$ cat src/hw/bp_config.svh
// Branch predictor configuration macros for table geometry and address widths
`ifndef BP_CONFIG_SVH
`define BP_CONFIG_SVH

//////////////////////////////////////////////////
// Table geometry
//////////////////////////////////////////////////

// Number of direct-mapped entries
`define BP_DEPTH 256

// Index bits, log2 of the depth
`define BP_INDEX_W ($clog2(`BP_DEPTH))

//////////////////////////////////////////////////
// Address fields
//////////////////////////////////////////////////

// Fetch and target address width
`define BP_ADDR_W 32

// Stored tag bits, taken just above the index
`define BP_TAG_W 8

// Word aligned instructions, two offset bits skipped
`define BP_PC_LSB 2

`endif
$ cat src/hw/bp_request_pkg.sv
// Branch predictor request types for table indices and tags of fetch and update traffic
`include "bp_config.svh"

package bp_request_pkg;

    //////////////////////////////////////////////////
    // Address fields
    //////////////////////////////////////////////////

    // Direct-mapped table index
    typedef logic [`BP_INDEX_W-1:0] bp_index_t;

    // Address tag kept next to the target
    typedef logic [`BP_TAG_W-1:0] bp_tag_t;

    // Index sits right above the word offset
    function automatic bp_index_t pc_index(input logic [`BP_ADDR_W-1:0] pc);
        return pc[`BP_PC_LSB +: `BP_INDEX_W];
    endfunction

    // Tag sits right above the index
    function automatic bp_tag_t pc_tag(input logic [`BP_ADDR_W-1:0] pc);
        return pc[`BP_PC_LSB + `BP_INDEX_W +: `BP_TAG_W];
    endfunction

endpackage

$ cat src/hw/predictor_ram.sv
// Write-first block RAM with one read port, one write port and a typed payload
`include "bp_config.svh"

module predictor_ram #(
    parameter int  DEPTH   = `BP_DEPTH,
    parameter type entry_t = logic
) (
    input  logic                      clk,
    input  logic                      rst,
    input  bp_request_pkg::bp_index_t write_addr,
    input  logic                      write_en,
    input  entry_t                    write_data,
    input  bp_request_pkg::bp_index_t read_addr,
    input  logic                      read_en,
    output entry_t                    read_data
);

    // Storage array, empty at power up
    // Zero valid bit reads as no entry
    entry_t mem [DEPTH] = '{default: '0};

    // Write port
    always_ff @(posedge clk) begin
        if (write_en) begin
            mem[write_addr] <= write_data;
        end
    end

    //////////////////////////////////////////////////
    // Read port
    //////////////////////////////////////////////////

    // Registered read, held while read_en is low
    // Same-cycle write to the read index is forwarded
    always_ff @(posedge clk) begin
        if (rst) begin
            read_data <= '0;
        end else if (read_en) begin
            if (write_en && (write_addr == read_addr)) begin
                read_data <= write_data;
            end else begin
                read_data <= mem[read_addr];
            end
        end
    end

endmodule

$ cat config.mk
export PLATFORM = sky130hd
export DESIGN_NAME = predictor_ram
export DESIGN_NICKNAME = d
export VERILOG_FILES = /design/src/hw/bp_request_pkg.sv /design/src/hw/predictor_ram.sv
export VERILOG_INCLUDE_DIRS = /design/src /design/src/hw
export SDC_FILE = /design/constraint.sdc
export NUM_CORES = 1
export LEC_CHECK = 0
export ABC_CLOCK_PERIOD_IN_PS = 4600
export CORE_AREA = 2 2 149 122
export CTS_CLUSTER_DIAMETER = 30
export CTS_CLUSTER_SIZE = 10
export DETAILED_ROUTE_END_ITERATION = 10
export DIE_AREA = 0 0 151 124
export DONT_BUFFER_PORTS = 1
export GPL_TIMING_DRIVEN = 0
export PLACE_DENSITY = 0.89
export SYNTH_ARGS = -nofsm -noshare
export SYNTH_HDL_FRONTEND = slang
export SYNTH_SLANG_ARGS = --single-unit
export TNS_END_PERCENT = 50
$ cat constraint.sdc
create_clock -name clk -period 4.6 [get_ports clk]
set_input_delay 0.46 -clock clk [delete_from_list [all_inputs] [get_ports clk]]
set_output_delay 0.46 -clock clk [all_outputs]
set_load 0.02 [all_outputs]
==> reports/results.txt <==
cell with the largest stage delay on the worst path = clkbuf_1
most common cell in the netlist = nor2_1
adder-cell share of the synthesized area = 0
Final nets = 885
CP Max Fanout = 10
yosys synthesis warning count = 0
I/O pins = 22
mean area per synthesized cell = 13.9 sq um
fraction of power consumed by sequential logic = 0.430
Simple-Gate Fraction of Synth Area = 0.123
CP endpoint kind = flop
Synth Register Bits = 257
P_int = 4.80 mW
share of the synthesized area in the top cell type = 0.671
Critical Path AT = 3420 ps
hold_buf cts = 0
synth-to-layout area growth = 14.6%
Final Hold Fails = 0
chip width = 151 um
cell mode on critical path = clkbuf_1
switching pwr = 1.23 mW
Top FF cell, synth = edfxtp_1
status = completed
Setup violations, final = 0
Post-synth ARST share = 0
Hold Slack = 53.4 ps
Worst path max stage delay = 770 ps
CTS tree = done
leakage power total = 4.12 nW
crit start category = input pin
drt wl/cell = 27.5 um
CTS buffer count = 40
PwrDens = 458 nW/um^2
total number of vias = 7737
DP Wirelength = 17700 um
CP Cell Sequence = clkbuf_1, clkbuf_1, mux4_2, o311a_1, a211oi_1, o21ai_0, a211o_1
Synth Area in Compound Gates = 0.0332
Max Clock Freq = 331 MHz
combinational share of power = 0.045
Worst-Margin Slew = 1170 ps
Seq/Total Area, Yosys = 0.672
Place WS = 1430 ps
xor-xnor portion of the synthesized cell area = 0.00611
largest family of logic cells by synthesized area = multiplexers
unrepaired setup endpoints after global routing = false
fillers = 927
post-CTS sizing = 0
GRT Residual Overflow = 0
clock latency on the worst-skew pair = 520 ps
# DRC = 0
clock tree buffer depth = 3
Total GRT Usage = 0.344
Initial Util = 0.670
total core area = 17100 sq um
Syn Inst Count = 822
CTS root buf = clkbuf_16
Chip Height = 124 um
largest net degree at the start of global routing = 258
Clk pwr share = 0.525
Synth area leaders = edfxtp_1, nor2_1, mux4_2, mux2i_1, mux4_1
Area after DPL = 11700 sq um
period utilization = 0.656
Sw Ratio = 0.204
Layout Skew = 20.5 ps
number of buffers added for setup after CTS = 0
first-pass GRT wire length = 45500 um
final instance area = 13100 sq um
clk sink count = 257
post-route ant nets = 0
Iteration-0 DRC Markers = 1290
Hold WC Path Type = input pin to flop
H-Tree Depth = 2
antenna diode count = 0
drt total wl = 30600 um
TNS Setup = 0 ps
mapped cell area = 11500 sq um
Worst VDD drop = 0.402 mV
FP Rows = 43
Routability Congestion = 0.939
Port Buffer Count = 0
Setup WS post-layout = 1580 ps
Synth area leader = edfxtp_1
synth unique cells = 52
post-layout minimum cycle time = 3020 ps
Max-Cap Viols = 0
Rel. slew slack = 0.223
vias in the first global route = 7918
net count after synthesis = 843
Worst EP required = 5000 ps
share of layout cells above drive strength 1 = 0.151
top post-synthesis cells by count = nor2_1, edfxtp_1, clkbuf_1
crit path kind = input pin to flop
initial antenna violation count = 1
Total Die Area = 18700 sq um
Max Slew Vio Count = 0
via/cell ratio = 6.94
first-pass detailed-route iteration total = 6
multiplexer area fraction after synthesis = 0.134
number of synthesized flops with an enable pin = 256
Reg clk slew, reported paths = 50 ps
==> cell families after synthesis <==
kind of cell    Yosys count
compound gates           49
xor+xnor                  8
buf+inv                  73
flops                   257
mux                      86
simple gates            349
==> power by group through the flow <==
stage	combinational [mW]	clock (mW)	sequential (mW)
2_1_floorplan	0.178	0	2.63
3_3_place_gp	0.247	0	2.63
3_5_place_dp	0.253	0	2.63
4_1_cts	0.260	3.16	2.59
5_1_grt	0.281	3.25	2.59
6_report	0.271	3.16	2.59
==> cell usage in the layout, fill, tap and decap left out, types with 3 or more instances in the layout <==
cell type / n
edfxtp_1: 256
o221ai_1: 6
buf_2: 12
clkinv_1: 5
clkbuf_16: 41
clkbuf_1: 47
a311oi_1: 3
xor2_1: 7
mux4_1: 7
nor4_1: 3
a22oi_1: 6
clkinvlp_4: 3
clkinv_2: 6
nand3_1: 28
bufinv_16: 9
nor2_1: 267
nor2b_1: 7
a211oi_1: 4
o21ai_0: 4
mux4_2: 44
inv_1: 7
mux2i_1: 27
mux2_2: 8
nand2_1: 32
buf_6: 3
a21oi_1: 3
==> registers in the layout, summed over array words and instances, names as in the netlist <==
register,count
read_data,1
mem,256
==> cell type report <==
type | instances | area [sq um] | share of cell area
flip-flops and latches | 257 | 7710 | 0.587
clock inverters | 25 | 359 | 0.0273
well taps | 225 | 282 | 0.0214
clock buffers | 43 | 1030 | 0.0787
inverters | 7 | 26.3 | 0.00200
plain buffers | 66 | 337 | 0.0256
multi-input cells | 492 | 3390 | 0.258
==> layer usage <==
metal | global-route usage | share of wire
met1 | 0.438 | 0.34
met2 | 0.531 | 0.46
met3 | 0.119 | 0.15
met4 | 0.183 | 0.052
met5 | 0 | 0.00046
==> worst max-delay path: cells and delay by family <==
family,cells,cell delay [ps]
buffers and inverters,2,1280
AOI/OAI and AO/OA,4,1230
muxes,1,440
==> through the flow <==
step                utilization  instances  power [mW]
finish                    0.768       1115        6.02
detailed placement        0.686       1047        2.89
global route              0.768       1115        6.12
floorplan                     -        822        2.81
global placement          0.686       1047        2.88
CTS                       0.768       1115        6.00
==> final timing paths <==
check        slack (ps)                    from                     end  depth (start not counted)
max                1580            read_addr[1]  read_data$_SDFFE_PP0P_                          7
min                  50              write_data      mem[123]$_DFFE_PP_                          0
max reg2reg        2270       mem[64]$_DFFE_PP_  read_data$_SDFFE_PP0P_                          7
min reg2reg        1180  read_data$_SDFFE_PP0P_  read_data$_SDFFE_PP0P_                          4
Power figures use the tool's default switching activity.
