**config.mk**
```make
export PLATFORM = sky130hd
export DESIGN_NAME = branch_update
export DESIGN_NICKNAME = d
export VERILOG_FILES = /design/src/hw/bp_request_pkg.sv /design/src/hw/bp_entry_pkg.sv /design/src/hw/branch_update.sv
export VERILOG_INCLUDE_DIRS = /design/src /design/src/hw
export SDC_FILE = /design/constraint.sdc
export NUM_CORES = 1
export LEC_CHECK = 0
export ABC_AREA = 1
export BUFFER_PORTS_ARGS = -buffer_cell sky130_fd_sc_hd__buf_2
export CAP_MARGIN = 20
export CORE_ASPECT_RATIO = 1.1
export CORE_MARGIN = 3
export CORE_UTILIZATION = 20
export DETAILED_ROUTE_END_ITERATION = 12
export GPL_TIMING_DRIVEN = 0
export PLACE_DENSITY = 0.83
export SYNTH_ARGS = -nofsm -noshare
export SYNTH_HDL_FRONTEND = slang
export SYNTH_SLANG_ARGS = --single-unit
```
**constraint.sdc**
```tcl
create_clock -name clk -period 0.8 [get_ports clk]
set_clock_uncertainty 0.15 [all_clocks]
set_input_delay 0 -clock clk [delete_from_list [all_inputs] [get_ports clk]]
set_output_delay 0 -clock clk [all_outputs]
set_load 0.03 [all_outputs]
```
**src/hw/bp_config.svh**
```systemverilog
// Branch predictor configuration macros for table geometry and address widths
`ifndef BP_CONFIG_SVH
`define BP_CONFIG_SVH

//////////////////////////////////////////////////
// Table geometry
//////////////////////////////////////////////////

// Number of direct-mapped entries
`define BP_DEPTH 256

// Index bits, log2 of the depth
`define BP_INDEX_W ($clog2(`BP_DEPTH))

//////////////////////////////////////////////////
// Address fields
//////////////////////////////////////////////////

// Fetch and target address width
`define BP_ADDR_W 32

// Stored tag bits, taken just above the index
`define BP_TAG_W 8

// Word aligned instructions, two offset bits skipped
`define BP_PC_LSB 2

`endif
```
**src/hw/bp_request_pkg.sv**
```systemverilog
// Branch predictor request types for table indices and tags of fetch and update traffic
`include "bp_config.svh"

package bp_request_pkg;

    //////////////////////////////////////////////////
    // Address fields
    //////////////////////////////////////////////////

    // Direct-mapped table index
    typedef logic [`BP_INDEX_W-1:0] bp_index_t;

    // Address tag kept next to the target
    typedef logic [`BP_TAG_W-1:0] bp_tag_t;

    // Index sits right above the word offset
    function automatic bp_index_t pc_index(input logic [`BP_ADDR_W-1:0] pc);
        return pc[`BP_PC_LSB +: `BP_INDEX_W];
    endfunction

    // Tag sits right above the index
    function automatic bp_tag_t pc_tag(input logic [`BP_ADDR_W-1:0] pc);
        return pc[`BP_PC_LSB + `BP_INDEX_W +: `BP_TAG_W];
    endfunction

endpackage

```
**src/hw/bp_entry_pkg.sv**
```systemverilog
// Branch predictor storage types for the target table and the counter table
`include "bp_config.svh"

package bp_entry_pkg;

    //////////////////////////////////////////////////
    // Target table
    //////////////////////////////////////////////////

    // Tag and target entry, 41 bits with the default widths
    typedef struct packed {
        logic                  valid;
        logic [`BP_TAG_W-1:0]  tag;
        logic [`BP_ADDR_W-1:0] target;
    } target_entry_t;

    //////////////////////////////////////////////////
    // Counter table
    //////////////////////////////////////////////////

    // Two-bit saturating direction counter
    // Upper bit set means taken
    typedef logic [1:0] counter_t;

    // Starting point for a freshly allocated entry
    localparam counter_t counter_weak_not_taken = 2'd1;
    localparam counter_t counter_weak_taken     = 2'd2;

    // Saturation limits
    localparam counter_t counter_min = 2'd0;
    localparam counter_t counter_max = 2'd3;

endpackage

```
**src/hw/branch_update.sv**
```systemverilog
// Branch update stage with a four-phase req/ack slave and saturating counter step
`include "bp_config.svh"

module branch_update (
    input  logic                        clk,
    input  logic                        rst,

    // Four-phase handshake with execute
    input  logic                        update_req,
    output logic                        update_ack,

    // Resolved branch, stable while req is high
    input  logic [`BP_ADDR_W-1:0]       update_pc,
    input  logic [`BP_ADDR_W-1:0]       update_target,
    input  logic                        update_taken,
    input  logic                        update_hit,
    input  bp_entry_pkg::counter_t      update_counter,

    // Write port of both tables
    output bp_request_pkg::bp_index_t   write_addr,
    output logic                        write_en,
    output bp_entry_pkg::target_entry_t target_write,
    output bp_entry_pkg::counter_t      counter_write
);

    // Request seen while ack is still low
    logic new_req;

    assign new_req = update_req && !update_ack;

    //////////////////////////////////////////////////
    // Table write
    //////////////////////////////////////////////////

    // Write lands on the same edge that raises ack
    // Held req keeps ack high, so no second write
    assign write_en   = new_req;
    assign write_addr = bp_request_pkg::pc_index(update_pc);

    // Always a valid entry with the pc's tag
    assign target_write.valid  = 1'b1;
    assign target_write.tag    = bp_request_pkg::pc_tag(update_pc);
    assign target_write.target = update_target;

    // Counter for the rewritten entry
    always_comb begin
        if (!update_hit) begin
            // Fresh entry starts weak in the resolved direction
            if (update_taken) begin
                counter_write = bp_entry_pkg::counter_weak_taken;
            end else begin
                counter_write = bp_entry_pkg::counter_weak_not_taken;
            end
        end else if (update_taken) begin
            // Step up, stop at 3
            if (update_counter == bp_entry_pkg::counter_max) begin
                counter_write = bp_entry_pkg::counter_max;
            end else begin
                counter_write = update_counter + 2'd1;
            end
        end else begin
            // Step down, stop at 0
            if (update_counter == bp_entry_pkg::counter_min) begin
                counter_write = bp_entry_pkg::counter_min;
            end else begin
                counter_write = update_counter - 2'd1;
            end
        end
    end

    //////////////////////////////////////////////////
    // Handshake
    //////////////////////////////////////////////////

    // Ack rises with the write, held until req drops
    // Falls on the edge that first sees req low
    always_ff @(posedge clk) begin
        if (rst) begin
            update_ack <= 1'b0;
        end else if (new_req) begin
            update_ack <= 1'b1;
        end else if (!update_req) begin
            update_ack <= 1'b0;
        end
    end

endmodule

```
==> results.toml <==
[global_routing]
grt_use_met2_pct = 16.7
grt_busiest_layer = "met2"
grt_usage_pct = 7.34
grt-ovfl-total = 0
antenna_found_initial = 0
gr-usage-met1_pct = 6.20
grt_pass1_vias = 460
grt_pass1_wl_um = 1750
grt_max_degree = 4
grtUsageMet3_pct = 1.61

[synthesis]
synth_nets = 138
ys_types = 7
yosys_warnings = 0
syn_inst = 67
syn-cell-area_um2 = 455
ys_ff_latch = 1
synth_area_per_cell_um2 = 6.80
ys_seq_area_share_pct = 4.40

[critical_path]
cp_data_required_time_ns = 0.65
critPathTopFamily = "simple AND/OR/NAND/NOR gates"
startpoint = "update_taken"
cp-start-kind = "primary input"
crit_arrival_ns = 0.57
crit_fanout = 3
critPathKind = "primary input to output port"
endpoint_kind = "output port"
slowest_stage = "buf_2"
critical_path.cell_chain = "buf_2 > nor2_1 > nor2_1 > nor2_1 > nor2_1 > buf_2"
cpPeakStageDelay_ns = 0.17
critPathBufInv = 2
cpMostUsedCell = "nor2_1"

[job]
cap_violations = 0

[sta]
fmax_mhz = 1390
fin_tns_setup_ns = 0
fin_crit_ns = 0.719
setup_viol = 0
rsz0062_at_grt = "false"
fin_crit_sh_pct = 89.9
hold_viol = 0
slew_violations = 0

[place]
io_buffers = 58
place.gp.congestion = 0.615
dpl.hpwl_um = 1310
dpl.cell_count = 153

[floorplanning]
die_w_um = 51.5
dieArea_mm2 = 0.00289
core_area_mm2 = 0.00208
fp.dieH_um = 56.1
io_pins = 124
rows = 17
initial_core_util_pct = 21.8

[cells_and_area]
finalNonFillerCells = 153
finalNetCount = 198
reg_top3 = "update_ack (1)"
largest_reg_flops = 1
antenna_cells = 0
top_register = "update_ack"
syn_to_final_growth_pct = 73.1
layout-drive-gt1-share_pct = 86.4

[drt]
drc = 0
first_pass_iters = 2
wl_per_cell_um = 8.61
antenna_left = 0
drt-vias-per-instance = 3.47
wirelength_um = 1320
drtIter0Drc = 3
num_vias = 531

[min_path]
hp-start = "rst"
min_path_type = "primary input to register"

[clock_tree]
post-cts-setup-buffers = 0
cts.repair.resized = 0
cts.clk_slew.worst_paths_ns = 0
postCtsHoldBufs = 0

[power_and_ir_drop]
power_density_mw_per_mm2 = 905
ir_worst_vdd_mv = 0.417
p_leak_nw = 0.524

[status]
status = "completed"
[stage by stage]
step	util (%)	power [mW]	setup slack (ns)	instance area, µm²	hold slack (ns)
floorplan	-	0.572	0.0176	463	-0.0776
global placement	37.8	0.713	0.0737	788	0.00567
detailed placement	37.8	0.719	0.0790	788	0.00812
CTS	37.8	0.720	0.0761	788	0.00871
global route	37.8	0.748	0.000683	788	0.0255
finish	37.8	0.713	0.0805	788	0.00767
[placed cells by master (no fill, tap or decap), drive strengths merged]
cell type / count
buf: 107
conb: 1
dfxtp: 1
inv: 4
nand2: 4
nand3b: 1
nor2: 7
[cells in the mapped netlist]
cell       n  area (µm²)
inv_1      4        15.0
nand2_1    4        15.0
nor2_1     7        26.3
buf_4     49         368
conb_1     1        3.75
nand3b_1   1        7.51
dfxtp_1    1        20.0
[kinds of logic after synthesis]
group                  count (synthesis)  share of synthesized area [%]
other                                  1                          0.823
DFF                                    1                           4.40
buffers and inverters                 53                           84.1
and+or+nand+nor                       12                           10.7
[power by group]
part           internal [mW]  switching [mW]
clock network              0               0
registers             0.0537         0.00236
logic                  0.266           0.391
total                  0.319           0.394
[per-layer routing]
| metal | part of all wire (%) | wire length, µm | vias to the layer above |
|---|---|---|---|
| li1 | - | - | 263 |
| met2 | 55 | 720 | 61 |
| met1 | 26 | 346 | 207 |
| met4 | 0 | 0 | 0 |
| met3 | 19 | 251 | 0 |
| met5 | 0 | 0 | - |
[cell type report]
cell class | instances | area [µm²]
Sequential cell | 1 | 20.0
Inverter | 4 | 15.0
Fill cell | 241 | 1300
Multi-Input combinational cell | 13 | 60.1
Buffer | 49 | 368
Tap cell | 28 | 35.0
Timing Repair Buffer | 58 | 290
[final timing paths]
kind / slack [ns] / cells after the start / endpoint
worst max-delay path: 0.08 / 6 / counter_write[0]
worst min-delay path: 0.008 / 2 / update_ack
No activity file was read; power rests on OpenSTA's default activity.
