**config.mk**
```make
export PLATFORM = sky130hd
export DESIGN_NAME = branch_lookup
export DESIGN_NICKNAME = d
export VERILOG_FILES = /design/src/hw/bp_request_pkg.sv /design/src/hw/bp_entry_pkg.sv /design/src/hw/branch_lookup.sv
export VERILOG_INCLUDE_DIRS = /design/src /design/src/hw
export SDC_FILE = /design/constraint.sdc
export NUM_CORES = 1
export LEC_CHECK = 0
export ABC_AREA = 1
export BUFFER_PORTS_ARGS = -buffer_cell sky130_fd_sc_hd__buf_2
export CELL_PAD_IN_SITES_DETAIL_PLACEMENT = 1
export CELL_PAD_IN_SITES_GLOBAL_PLACEMENT = 2
export CORE_ASPECT_RATIO = 0.5
export CORE_UTILIZATION = 10
export CTS_BUF_LIST = sky130_fd_sc_hd__clkbuf_16
export CTS_CLUSTER_DIAMETER = 80
export DETAILED_ROUTE_END_ITERATION = 6
export PLACE_DENSITY = 0.79
export SETUP_SLACK_MARGIN = 0.02
export SYNTH_ARGS = -nofsm -noshare
export SYNTH_HDL_FRONTEND = slang
export SYNTH_SLANG_ARGS = --single-unit
```
**constraint.sdc**
```tcl
create_clock -name clk -period 0.9 [get_ports clk]
set_input_delay 0.18 -clock clk [delete_from_list [all_inputs] [get_ports clk]]
set_output_delay 0.18 -clock clk [all_outputs]
set_load 0.01 [all_outputs]
```
**src/hw/bp_config.svh**
```systemverilog
// Branch predictor configuration macros for table geometry and address widths
`ifndef BP_CONFIG_SVH
`define BP_CONFIG_SVH

//////////////////////////////////////////////////
// Table geometry
//////////////////////////////////////////////////

// Number of direct-mapped entries
`define BP_DEPTH 256

// Index bits, log2 of the depth
`define BP_INDEX_W ($clog2(`BP_DEPTH))

//////////////////////////////////////////////////
// Address fields
//////////////////////////////////////////////////

// Fetch and target address width
`define BP_ADDR_W 32

// Stored tag bits, taken just above the index
`define BP_TAG_W 8

// Word aligned instructions, two offset bits skipped
`define BP_PC_LSB 2

`endif
```
**src/hw/bp_request_pkg.sv**
```systemverilog
// Branch predictor request types for table indices and tags of fetch and update traffic
`include "bp_config.svh"

package bp_request_pkg;

    //////////////////////////////////////////////////
    // Address fields
    //////////////////////////////////////////////////

    // Direct-mapped table index
    typedef logic [`BP_INDEX_W-1:0] bp_index_t;

    // Address tag kept next to the target
    typedef logic [`BP_TAG_W-1:0] bp_tag_t;

    // Index sits right above the word offset
    function automatic bp_index_t pc_index(input logic [`BP_ADDR_W-1:0] pc);
        return pc[`BP_PC_LSB +: `BP_INDEX_W];
    endfunction

    // Tag sits right above the index
    function automatic bp_tag_t pc_tag(input logic [`BP_ADDR_W-1:0] pc);
        return pc[`BP_PC_LSB + `BP_INDEX_W +: `BP_TAG_W];
    endfunction

endpackage

```
**src/hw/bp_entry_pkg.sv**
```systemverilog
// Branch predictor storage types for the target table and the counter table
`include "bp_config.svh"

package bp_entry_pkg;

    //////////////////////////////////////////////////
    // Target table
    //////////////////////////////////////////////////

    // Tag and target entry, 41 bits with the default widths
    typedef struct packed {
        logic                  valid;
        logic [`BP_TAG_W-1:0]  tag;
        logic [`BP_ADDR_W-1:0] target;
    } target_entry_t;

    //////////////////////////////////////////////////
    // Counter table
    //////////////////////////////////////////////////

    // Two-bit saturating direction counter
    // Upper bit set means taken
    typedef logic [1:0] counter_t;

    // Starting point for a freshly allocated entry
    localparam counter_t counter_weak_not_taken = 2'd1;
    localparam counter_t counter_weak_taken     = 2'd2;

    // Saturation limits
    localparam counter_t counter_min = 2'd0;
    localparam counter_t counter_max = 2'd3;

endpackage

```
**src/hw/branch_lookup.sv**
```systemverilog
// Branch lookup stage that splits the fetch address and forms the prediction
`include "bp_config.svh"

module branch_lookup (
    input  logic                        clk,
    input  logic                        rst,

    // Fetch side
    input  logic                        fetch_valid,
    input  logic [`BP_ADDR_W-1:0]       fetch_pc,

    // Read port of both tables
    output bp_request_pkg::bp_index_t   read_addr,
    output logic                        read_en,
    input  bp_entry_pkg::target_entry_t target_data,
    input  bp_entry_pkg::counter_t      counter_data,

    // Prediction, one cycle after the fetch
    output logic                        predict_valid,
    output logic                        predict_hit,
    output logic                        predict_taken,
    output logic [`BP_ADDR_W-1:0]       predict_target,
    output bp_entry_pkg::counter_t      predict_counter
);

    // Tag of the lookup in flight
    bp_request_pkg::bp_tag_t lookup_tag;

    // Stored tag equals the fetch tag
    logic tag_match;

    //////////////////////////////////////////////////
    // Address split and table read
    //////////////////////////////////////////////////

    // Index goes straight to the RAMs
    // Their output register gives the one cycle latency
    assign read_addr = bp_request_pkg::pc_index(fetch_pc);
    assign read_en   = fetch_valid;

    // Tag lines up with the RAM output
    always_ff @(posedge clk) begin
        if (fetch_valid) begin
            lookup_tag <= bp_request_pkg::pc_tag(fetch_pc);
        end
    end

    // Result valid one cycle later
    always_ff @(posedge clk) begin
        if (rst) begin
            predict_valid <= 1'b0;
        end else begin
            predict_valid <= fetch_valid;
        end
    end

    //////////////////////////////////////////////////
    // Prediction
    //////////////////////////////////////////////////

    assign tag_match = (target_data.tag == lookup_tag);

    // Hit needs a valid entry with our tag
    assign predict_hit = target_data.valid && tag_match;

    // Direction from the counter upper bit
    // Never taken on a miss
    assign predict_taken = predict_hit && counter_data[1];

    // Stored fields passed on as read
    assign predict_target  = target_data.target;
    assign predict_counter = counter_data;

endmodule

```
==> results of run 1 <==
==> layer usage <==
layer	vias to the layer above	wire [um]	GRT usage, %
li1	201	-	-
met1	186	455	2.822
met2	32	628	5.337
met3	7	261	2.124
met4	0	36	3.506
met5	-	0	0
==> registers in the layout, indices dropped and copies added (netlist names) <==
signal / flops
lookup_tag: 8
predict_valid: 1
==> power breakdown <==
| group | switching (mW) | internal (mW) | total, mW |
|---|---|---|---|
| logic | 0.0739 | 0.0691 | 0.143 |
| registers | 0.0147 | 0.493 | 0.508 |
| clock network | 0.174 | 0.578 | 0.753 |
| total | 0.263 | 1.14 | 1.40 |
==> through the flow <==
stage	total power [mW]	cell area, um2
after floorplan	0.7670	754.5
after global placement	0.6442	671.9
after detailed placement	0.6502	671.9
after CTS	1.413	758.2
after global routing	1.461	763.2
final	1.404	763.2
==> Yosys cell counts, drive strengths merged <==
library cell and n:
buf 43, edfxtp 8, nor2 6, xnor2 2, nand3 2, inv 12
nand2 15, nor3 1, dfxtp 1, o21a 1
==> repair_timing <==
| action | 4_1_cts | 5_1_grt |
|---|---|---|
| pin swaps | 3 | 2 |
| resized for setup | 2 | 3 |
| endpoints found under the setup margin | 2 | 2 |
==> area by class of cell <==
cell class | count | area, um2 | area share (%)
Clock buffer | 3 | 75.07 | 9.836
Clock inverter | 1 | 3.754 | 0.4918
Inverter | 12 | 45.04 | 5.902
Multi-Input combinational cell | 27 | 138.9 | 18.20
Sequential cell | 9 | 260.3 | 34.10
Tap cell | 92 | 115.1 | 15.08
Timing Repair Buffer | 25 | 125.1 | 16.39
==> kinds of logic (layout without fill, tap and decap cells) <==
group	after synthesis	in the layout	synth area share (%)
buffers and inverters	55	41	48.76
AND/OR/NAND/NOR	24	24	13.43
flip-flops	9	9	34.49
XOR/XNOR	2	2	2.322
AO/OA/AOI/OAI	1	1	0.9954
==> final timing paths <==
kind / endpoint / cells past startpoint
worst min-delay path: predict_valid$_SDFF_PP0_ / 2
worst max-delay path: predict_taken / 6
==> layout by cell type, fill, tap and decap left out, drive strengths merged <==
cell,synthesis,layout
inv,12,13
nand3,2,2
clkbuf,0,3
nand2,15,15
nor3,1,1
o21a,1,1
edfxtp,8,8
nor2,6,6
buf,43,25
xnor2,2,2
dfxtp,1,1
==> impl_metrics.ini, run 1 <==
[clock_tree]
numCtsBuffers = 3
post_cts_buffers = 0
cts_hold_buf = 0
cts_num_sinks = 9
htree_levels = 1
path_clk_slew_ns = 0.04
cts_tree = built
clock_path_buffers = 2
clock-root-buffer = clkbuf_16

[floorplan]
die_h_um = 63.42
core_um2 = 6989
die_area_um2 = 7917
placementRows = 21
num_io_pins = 124
start_util_pct = 10.79
die_w_um = 124.8

[logic_synthesis]
seq_area_frac_synth_pct = 34.49
avgSynthCellArea_um2 = 8.291
synth_nets = 169
netlist.area_leader.share_pct = 42.79
yosys.area.top_type = buf_4
yosysWarnings = 0
synth_area_leaders = buf_4 43%, edfxtp_1 32%, nand2_1 7.5%, inv_1 6.0%, dfxtp_1 2.7%
synth_area_um2 = 754.5
syn_inst = 91
synth_cell_types = 11
synth-seq-cells = 9

[route]
first_pass_iters = 5
wire_per_inst_um = 8.178
routed_wl_mm = 1.382
ant_nets = 0
avgViaCountPerCell = 2.521
drc_errors = 20
drt-initial-drc-count = 24
num_vias = 426

[timing]
fmax_mhz = 724.3
whs_ns = 0.1015
min_period_over_period_pct = 153.4
final-hold-violation-count = 0
setup_viol = 2
tightest_slew_ns = 0.2088
slew_violations = 0
relSlewSlack_pct = 86.08
fin_ws_ns = -0.4807
period_needed_ns = 1.381
final.setup.tns_ns = -0.9380
grt_setup_unrepaired = yes

[final_layout]
final_cells = 169
layout-drive-gt1-share_pct = 45.45
syn_to_final_growth_pct = 1.161
n_antenna_cell = 0
num-fill-cells = 836
nNetsFinal = 156
final_core_util_pct = 10.92

[setup_path]
crit_start = lookup_tag[0]$_DFFE_PP_
cp.required_ns = 0.72
critical-path-top-delay-family = simple AND/OR/NAND/NOR gates
startpoint_type = flop
path_cells = nand2_1, nand2_2, nor2_2, nand3_2, nor3_2, buf_2
critPathArrivalTime_ns = 1.20
crit_path_end_kind = primary output
cp_max_fo = 2
crit_type = flop to primary output
crit_path_top_delay_cell = edfxtp_1
cp_slowest_stage_delay_ns = 0.38
path_buf_inv = 1

[min_path]
min-delay-start = rst
holdCritPathClass = input pin to flop

[outcome]
violations = design-rule violations, negative setup slack
status = finished with violations

[power_and_ir_drop]
power.leakage_nw = 0.3575
pwr_density_cell_nw_per_um2 = 1839
ir_drop_mv = 0.9977

[place]
dpl_worst_slack_ns = -0.2816
placed_cells = 165
port_buffers = 25
gp_congestion = 0.6714

[global_routing]
grt_overflow_total = 0
grt_max_degree = 11
grt_use_total_pct = 3.340
grt_pass1_vias = 438
grt_pass1_wl_mm = 2.028
antenna_found_initial = 0

[run]
max_cap_violations = 0
Note: power is estimated with default switching activity, not from simulation.
==> run 2, diff against run 1 <==
--- a/config.mk
+++ b/config.mk
@@ -16,6 +16,7 @@
 export CTS_CLUSTER_DIAMETER = 80
 export DETAILED_ROUTE_END_ITERATION = 6
 export PLACE_DENSITY = 0.79
+export REMOVE_ABC_BUFFERS = 1
 export SETUP_SLACK_MARGIN = 0.02
 export SYNTH_ARGS = -nofsm -noshare
 export SYNTH_HDL_FRONTEND = slang
==> run 2 against run 1 <==
Effect of this change: the run ends with negative setup slack left; sequential share of layout area rose by 0.57 points; flip-flop and latch count did not move; fmax fell by 1.8%; worst hold slack got worse by 0.00098 ns; critical path depth did not move.
==> impl_metrics.ini, run 2 (synthesis results as in run 1) <==
[global_routing]
grt_pass1_vias = 529
antenna_found_initial = 0
grt_overflow_total = 0
grt_max_degree = 11
grt_use_total_pct = 8.263
grt_pass1_wl_mm = 4.084

[setup_path]
cp.required_ns = 0.72
critPathArrivalTime_ns = 1.23
crit_type = flop to primary output
cp_max_fo = 2
crit_path_end_kind = primary output
startpoint_type = flop

[route]
avgViaCountPerCell = 3.024
ant_nets = 0
num_vias = 511
routed_wl_mm = 3.279
wire_per_inst_um = 19.40
drt-initial-drc-count = 35
first_pass_iters = 4
drc_errors = 0

[final_layout]
nNetsFinal = 156
final_cells = 169
largestRegisters = lookup_tag x8, predict_valid x1
n_antenna_cell = 0
layout_commonest_cell = buf_2
syn_to_final_growth_pct = -0.4976
final_cell_mix = 25 x buf_2, 15 x nand2_1, 13 x inv_1, 8 x edfxtp_1, 5 x nor2_1
layout-drive-gt1-share_pct = 38.96
largest_reg_flops = 8
top_register = lookup_tag
num-fill-cells = 843
final_core_util_pct = 10.74

[timing]
whs_ns = 0.1005
period_needed_ns = 1.406
tightest_slew_ns = 0.2085
min_period_over_period_pct = 156.2
grt_setup_unrepaired = yes
slew_violations = 0
final.setup.tns_ns = -0.9600
final-hold-violation-count = 0
relSlewSlack_pct = 86.10
fin_ws_ns = -0.5056
fmax_mhz = 711.4
setup_viol = 2

[floorplan]
die_h_um = 63.42
die_w_um = 124.8
die_area_um2 = 7917
num_io_pins = 124
core_um2 = 6989
start_util_pct = 10.79
placementRows = 21

[clock_tree]
cts_tree = built
cts_num_sinks = 9
path_clk_slew_ns = 0.04
ctsResizeCount = 0
htree_levels = 1
clock-root-buffer = clkbuf_16
numCtsBuffers = 3
clock_path_buffers = 2
cts_hold_buf = 0
post_cts_buffers = 0

[place]
placed_cells = 165
dp_hpwl_mm = 2.723
gp_congestion = 0.6534
port_buffers = 25

[power_and_ir_drop]
ir_drop_mv = 0.3322
pwr_density_cell_nw_per_um2 = 1872
power.leakage_nw = 0.3582
p_total_mw = 1.406

[run]
max_cap_violations = 0

[outcome]
status = finished with violations
violations = negative setup slack

[min_path]
holdCritPathClass = input pin to flop
==> run 2: cell counts in the layout (fill, tap and decap cells not counted) <==
No cell type changed its count.
==> run 2: area by class of cell <==
| type | count | area (um2) | share of cell area, % |
|---|---|---|---|
| well taps | 92 | 115.1 | 15.33 |
| inverters | 12 | 45.04 | 6.000 |
| clock inverters | 1 | 3.754 | 0.5000 |
| flip-flops and latches | 9 | 260.3 | 34.67 |
| clock buffers | 3 | 75.07 | 10.00 |
| repair buffers | 25 | 125.1 | 16.67 |
| multi-input cells | 27 | 126.4 | 16.83 |
==> run 2: report_power, final <==
part | switching [mW] | internal (mW) | leakage (nW)
clock network | 0.185 | 0.579 | 0.0423
logic | 0.0697 | 0.0659 | 0.229
registers | 0.0124 | 0.493 | 0.0866
==> run 2: per-stage QoR <==
stage | instance area (um2) | setup slack [ns]
global route | 750.7 | -0.6305
global placement | 671.9 | -0.2496
CTS | 750.7 | -0.5170
finish | 750.7 | -0.5056
floorplan | 431.7 | -0.1294
detailed placement | 671.9 | -0.2767
==> run 2: worst max-delay path: stages, from the launching register on <==
cell	delay (ns)
edfxtp_1	0.38
nand2_1	0.08
nand2_1	0.07
nor2_2	0.07
nand3_1	0.11
nor3_2	0.13
buf_2	0.15
==> run 2: path summary, 6_finish.rpt <==
kind | startpoint | end | cells after the start
worst max-delay path | lookup_tag[5]$_DFFE_PP_ | predict_taken | 6
worst min-delay path | rst | predict_valid$_SDFF_PP0_ | 2
==> run 2: layer usage <==
metal | GRT usage (%) | routed length [um]
met1 | 7.432 | 1086
met2 | 7.584 | 1080
met3 | 12.32 | 965
met4 | 4.421 | 68
met5 | 10.46 | 78
==> run 3, diff against run 2 <==
--- a/config.mk
+++ b/config.mk
@@ -7,7 +7,8 @@
 export NUM_CORES = 1
 export LEC_CHECK = 0
 export ABC_AREA = 1
-export BUFFER_PORTS_ARGS = -buffer_cell sky130_fd_sc_hd__buf_2
+export ABC_CLOCK_PERIOD_IN_PS = 900
+export BUFFER_PORTS_ARGS = -buffer_cell sky130_fd_sc_hd__clkbuf_2
 export CELL_PAD_IN_SITES_DETAIL_PLACEMENT = 1
 export CELL_PAD_IN_SITES_GLOBAL_PLACEMENT = 2
 export CORE_ASPECT_RATIO = 0.5
==> run 3 against run 2 <==
Effect of this change: the run still ends with negative setup slack left; count of clock-buffer cells in the layout unchanged; highest routed layer unchanged; cell area is 1.3% higher; worst setup slack gained 0.017 ns; power fell by 0.20%.
==> impl_metrics.ini, run 3 (synthesis results as in run 1) <==
[floorplan]
placementRows = 21
start_util_pct = 10.79
die_w_um = 124.8
num_io_pins = 124
die_h_um = 63.42
core_um2 = 6989
die_area_um2 = 7917

[setup_path]
crit_path_end_kind = primary output
cp_max_fo = 2
cp.required_ns = 0.72
crit_type = flop to primary output
startpoint_type = flop
critPathArrivalTime_ns = 1.21

[power_and_ir_drop]
power.leakage_nw = 0.3632
pwr_density_cell_nw_per_um2 = 1844
ir_drop_mv = 0.3781
p_total_mw = 1.403

[outcome]
status = finished with violations
violations = negative setup slack

[final_layout]
nNetsFinal = 156
layout_commonest_cell = clkbuf_2
num-fill-cells = 851
syn_to_final_growth_pct = 0.8292
top_register = lookup_tag
largest_reg_flops = 8
final_cell_mix = 23 x clkbuf_2, 15 x nand2_1, 13 x inv_1, 8 x edfxtp_1
final_core_util_pct = 10.88
final_cells = 169
n_antenna_cell = 0
largestRegisters = lookup_tag x8, predict_valid x1
layout-drive-gt1-share_pct = 42.86

[route]
drt-initial-drc-count = 13
num_vias = 504
first_pass_iters = 3
drc_errors = 0
ant_nets = 0
routed_wl_mm = 3.227
wire_per_inst_um = 19.09
avgViaCountPerCell = 2.982

[global_routing]
grt_overflow_total = 0
grt_use_total_pct = 8.096
met2_usage_pct = 7.654
met1_usage_pct = 7.381
grt_pass1_vias = 528
grt_pass1_wl_mm = 4.050
antenna_found_initial = 0
grt_use_met3_pct = 11.81
grt_max_degree = 11
busiest_layer = met3

[clock_tree]
htree_levels = 1
cts_num_sinks = 9
clock-root-buffer = clkbuf_16
clock_path_buffers = 2
post_cts_buffers = 0
numCtsBuffers = 3
cts_tree = built
path_clk_slew_ns = 0.04

[place]
dp_hpwl_mm = 2.682
gp_congestion = 0.6602
port_buffers = 25
placed_cells = 165

[min_path]
holdPathStages = 2
min-delay-start = rst
holdCritPathClass = input pin to flop
hold_path_end = predict_valid$_SDFF_PP0_

[timing]
relSlewSlack_pct = 84.24
setup_viol = 2
final.setup.tns_ns = -0.9557
fin_ws_ns = -0.4891
min_period_over_period_pct = 154.3
slew_violations = 0
whs_ns = 0.1040
fmax_mhz = 719.9
final-hold-violation-count = 0
grt_setup_unrepaired = yes
period_needed_ns = 1.389
tightest_slew_ns = 0.2364

[run]
max_cap_violations = 0
==> run 3: worst max path at each step <==
stage	from	endpoint	slack [ns]	depth (start not counted)
after floorplan	lookup_tag[6]$_DFFE_PP_	predict_taken	-0.13	3
after global placement	lookup_tag[3]$_DFFE_PP_	predict_taken	-0.26	6
after detailed placement	lookup_tag[3]$_DFFE_PP_	predict_taken	-0.26	6
after CTS	lookup_tag[5]$_DFFE_PP_	predict_taken	-0.49	6
after global routing	lookup_tag[5]$_DFFE_PP_	predict_taken	-0.59	6
final	lookup_tag[5]$_DFFE_PP_	predict_taken	-0.49	6
==> run 3: critical path, cell delays in order (launching register included) <==
cell	delay, ns
edfxtp_1	0.37
nand2_1	0.08
nand2_1	0.07
nor2_2	0.12
nand3_2	0.08
nor3_2	0.10
buf_2	0.15
==> run 3: final cells by class <==
| type | count | area (um2) | share of cell area, % |
|---|---|---|---|
| sequential | 9 | 260.3 | 34.21 |
| multi-input combinational | 27 | 136.4 | 17.93 |
| timing repair buffer | 25 | 125.1 | 16.45 |
| tap | 92 | 115.1 | 15.13 |
| clock buffer | 3 | 75.07 | 9.868 |
| inverter | 12 | 45.04 | 5.921 |
| clock inverter | 1 | 3.754 | 0.4934 |
==> run 3: power by group <==
part	internal, mW	leakage, nW	switching [mW]
combinational	0.0683	0.234	0.0771
sequential	0.493	0.0866	0.0110
clock	0.579	0.0423	0.175
total	1.14	0.363	0.263
==> run 3: layer usage <==
metal | part of all wire, % | wire length [um]
met1 | 33 | 1065
met2 | 34 | 1089
met3 | 29 | 944
met4 | 1.5 | 48
met5 | 2.4 | 78
==> run 3: timing repair <==
action | 4_1_cts | 5_1_grt
gates resized for setup | 3 | 2
cloned | 0 | 0
hold buffers | 0 | 0
endpoints found under the setup margin | 2 | 2
pin swaps | 5 | 3
==> run 3: through the flow <==
step           area [um2]  worst slack (ns)
4_1_cts             760.7           -0.4904
3_3_place_gp        671.9           -0.2561
6_report            760.7           -0.4891
3_5_place_dp        671.9           -0.2589
2_1_floorplan       431.7           -0.1294
5_1_grt             760.7           -0.5926
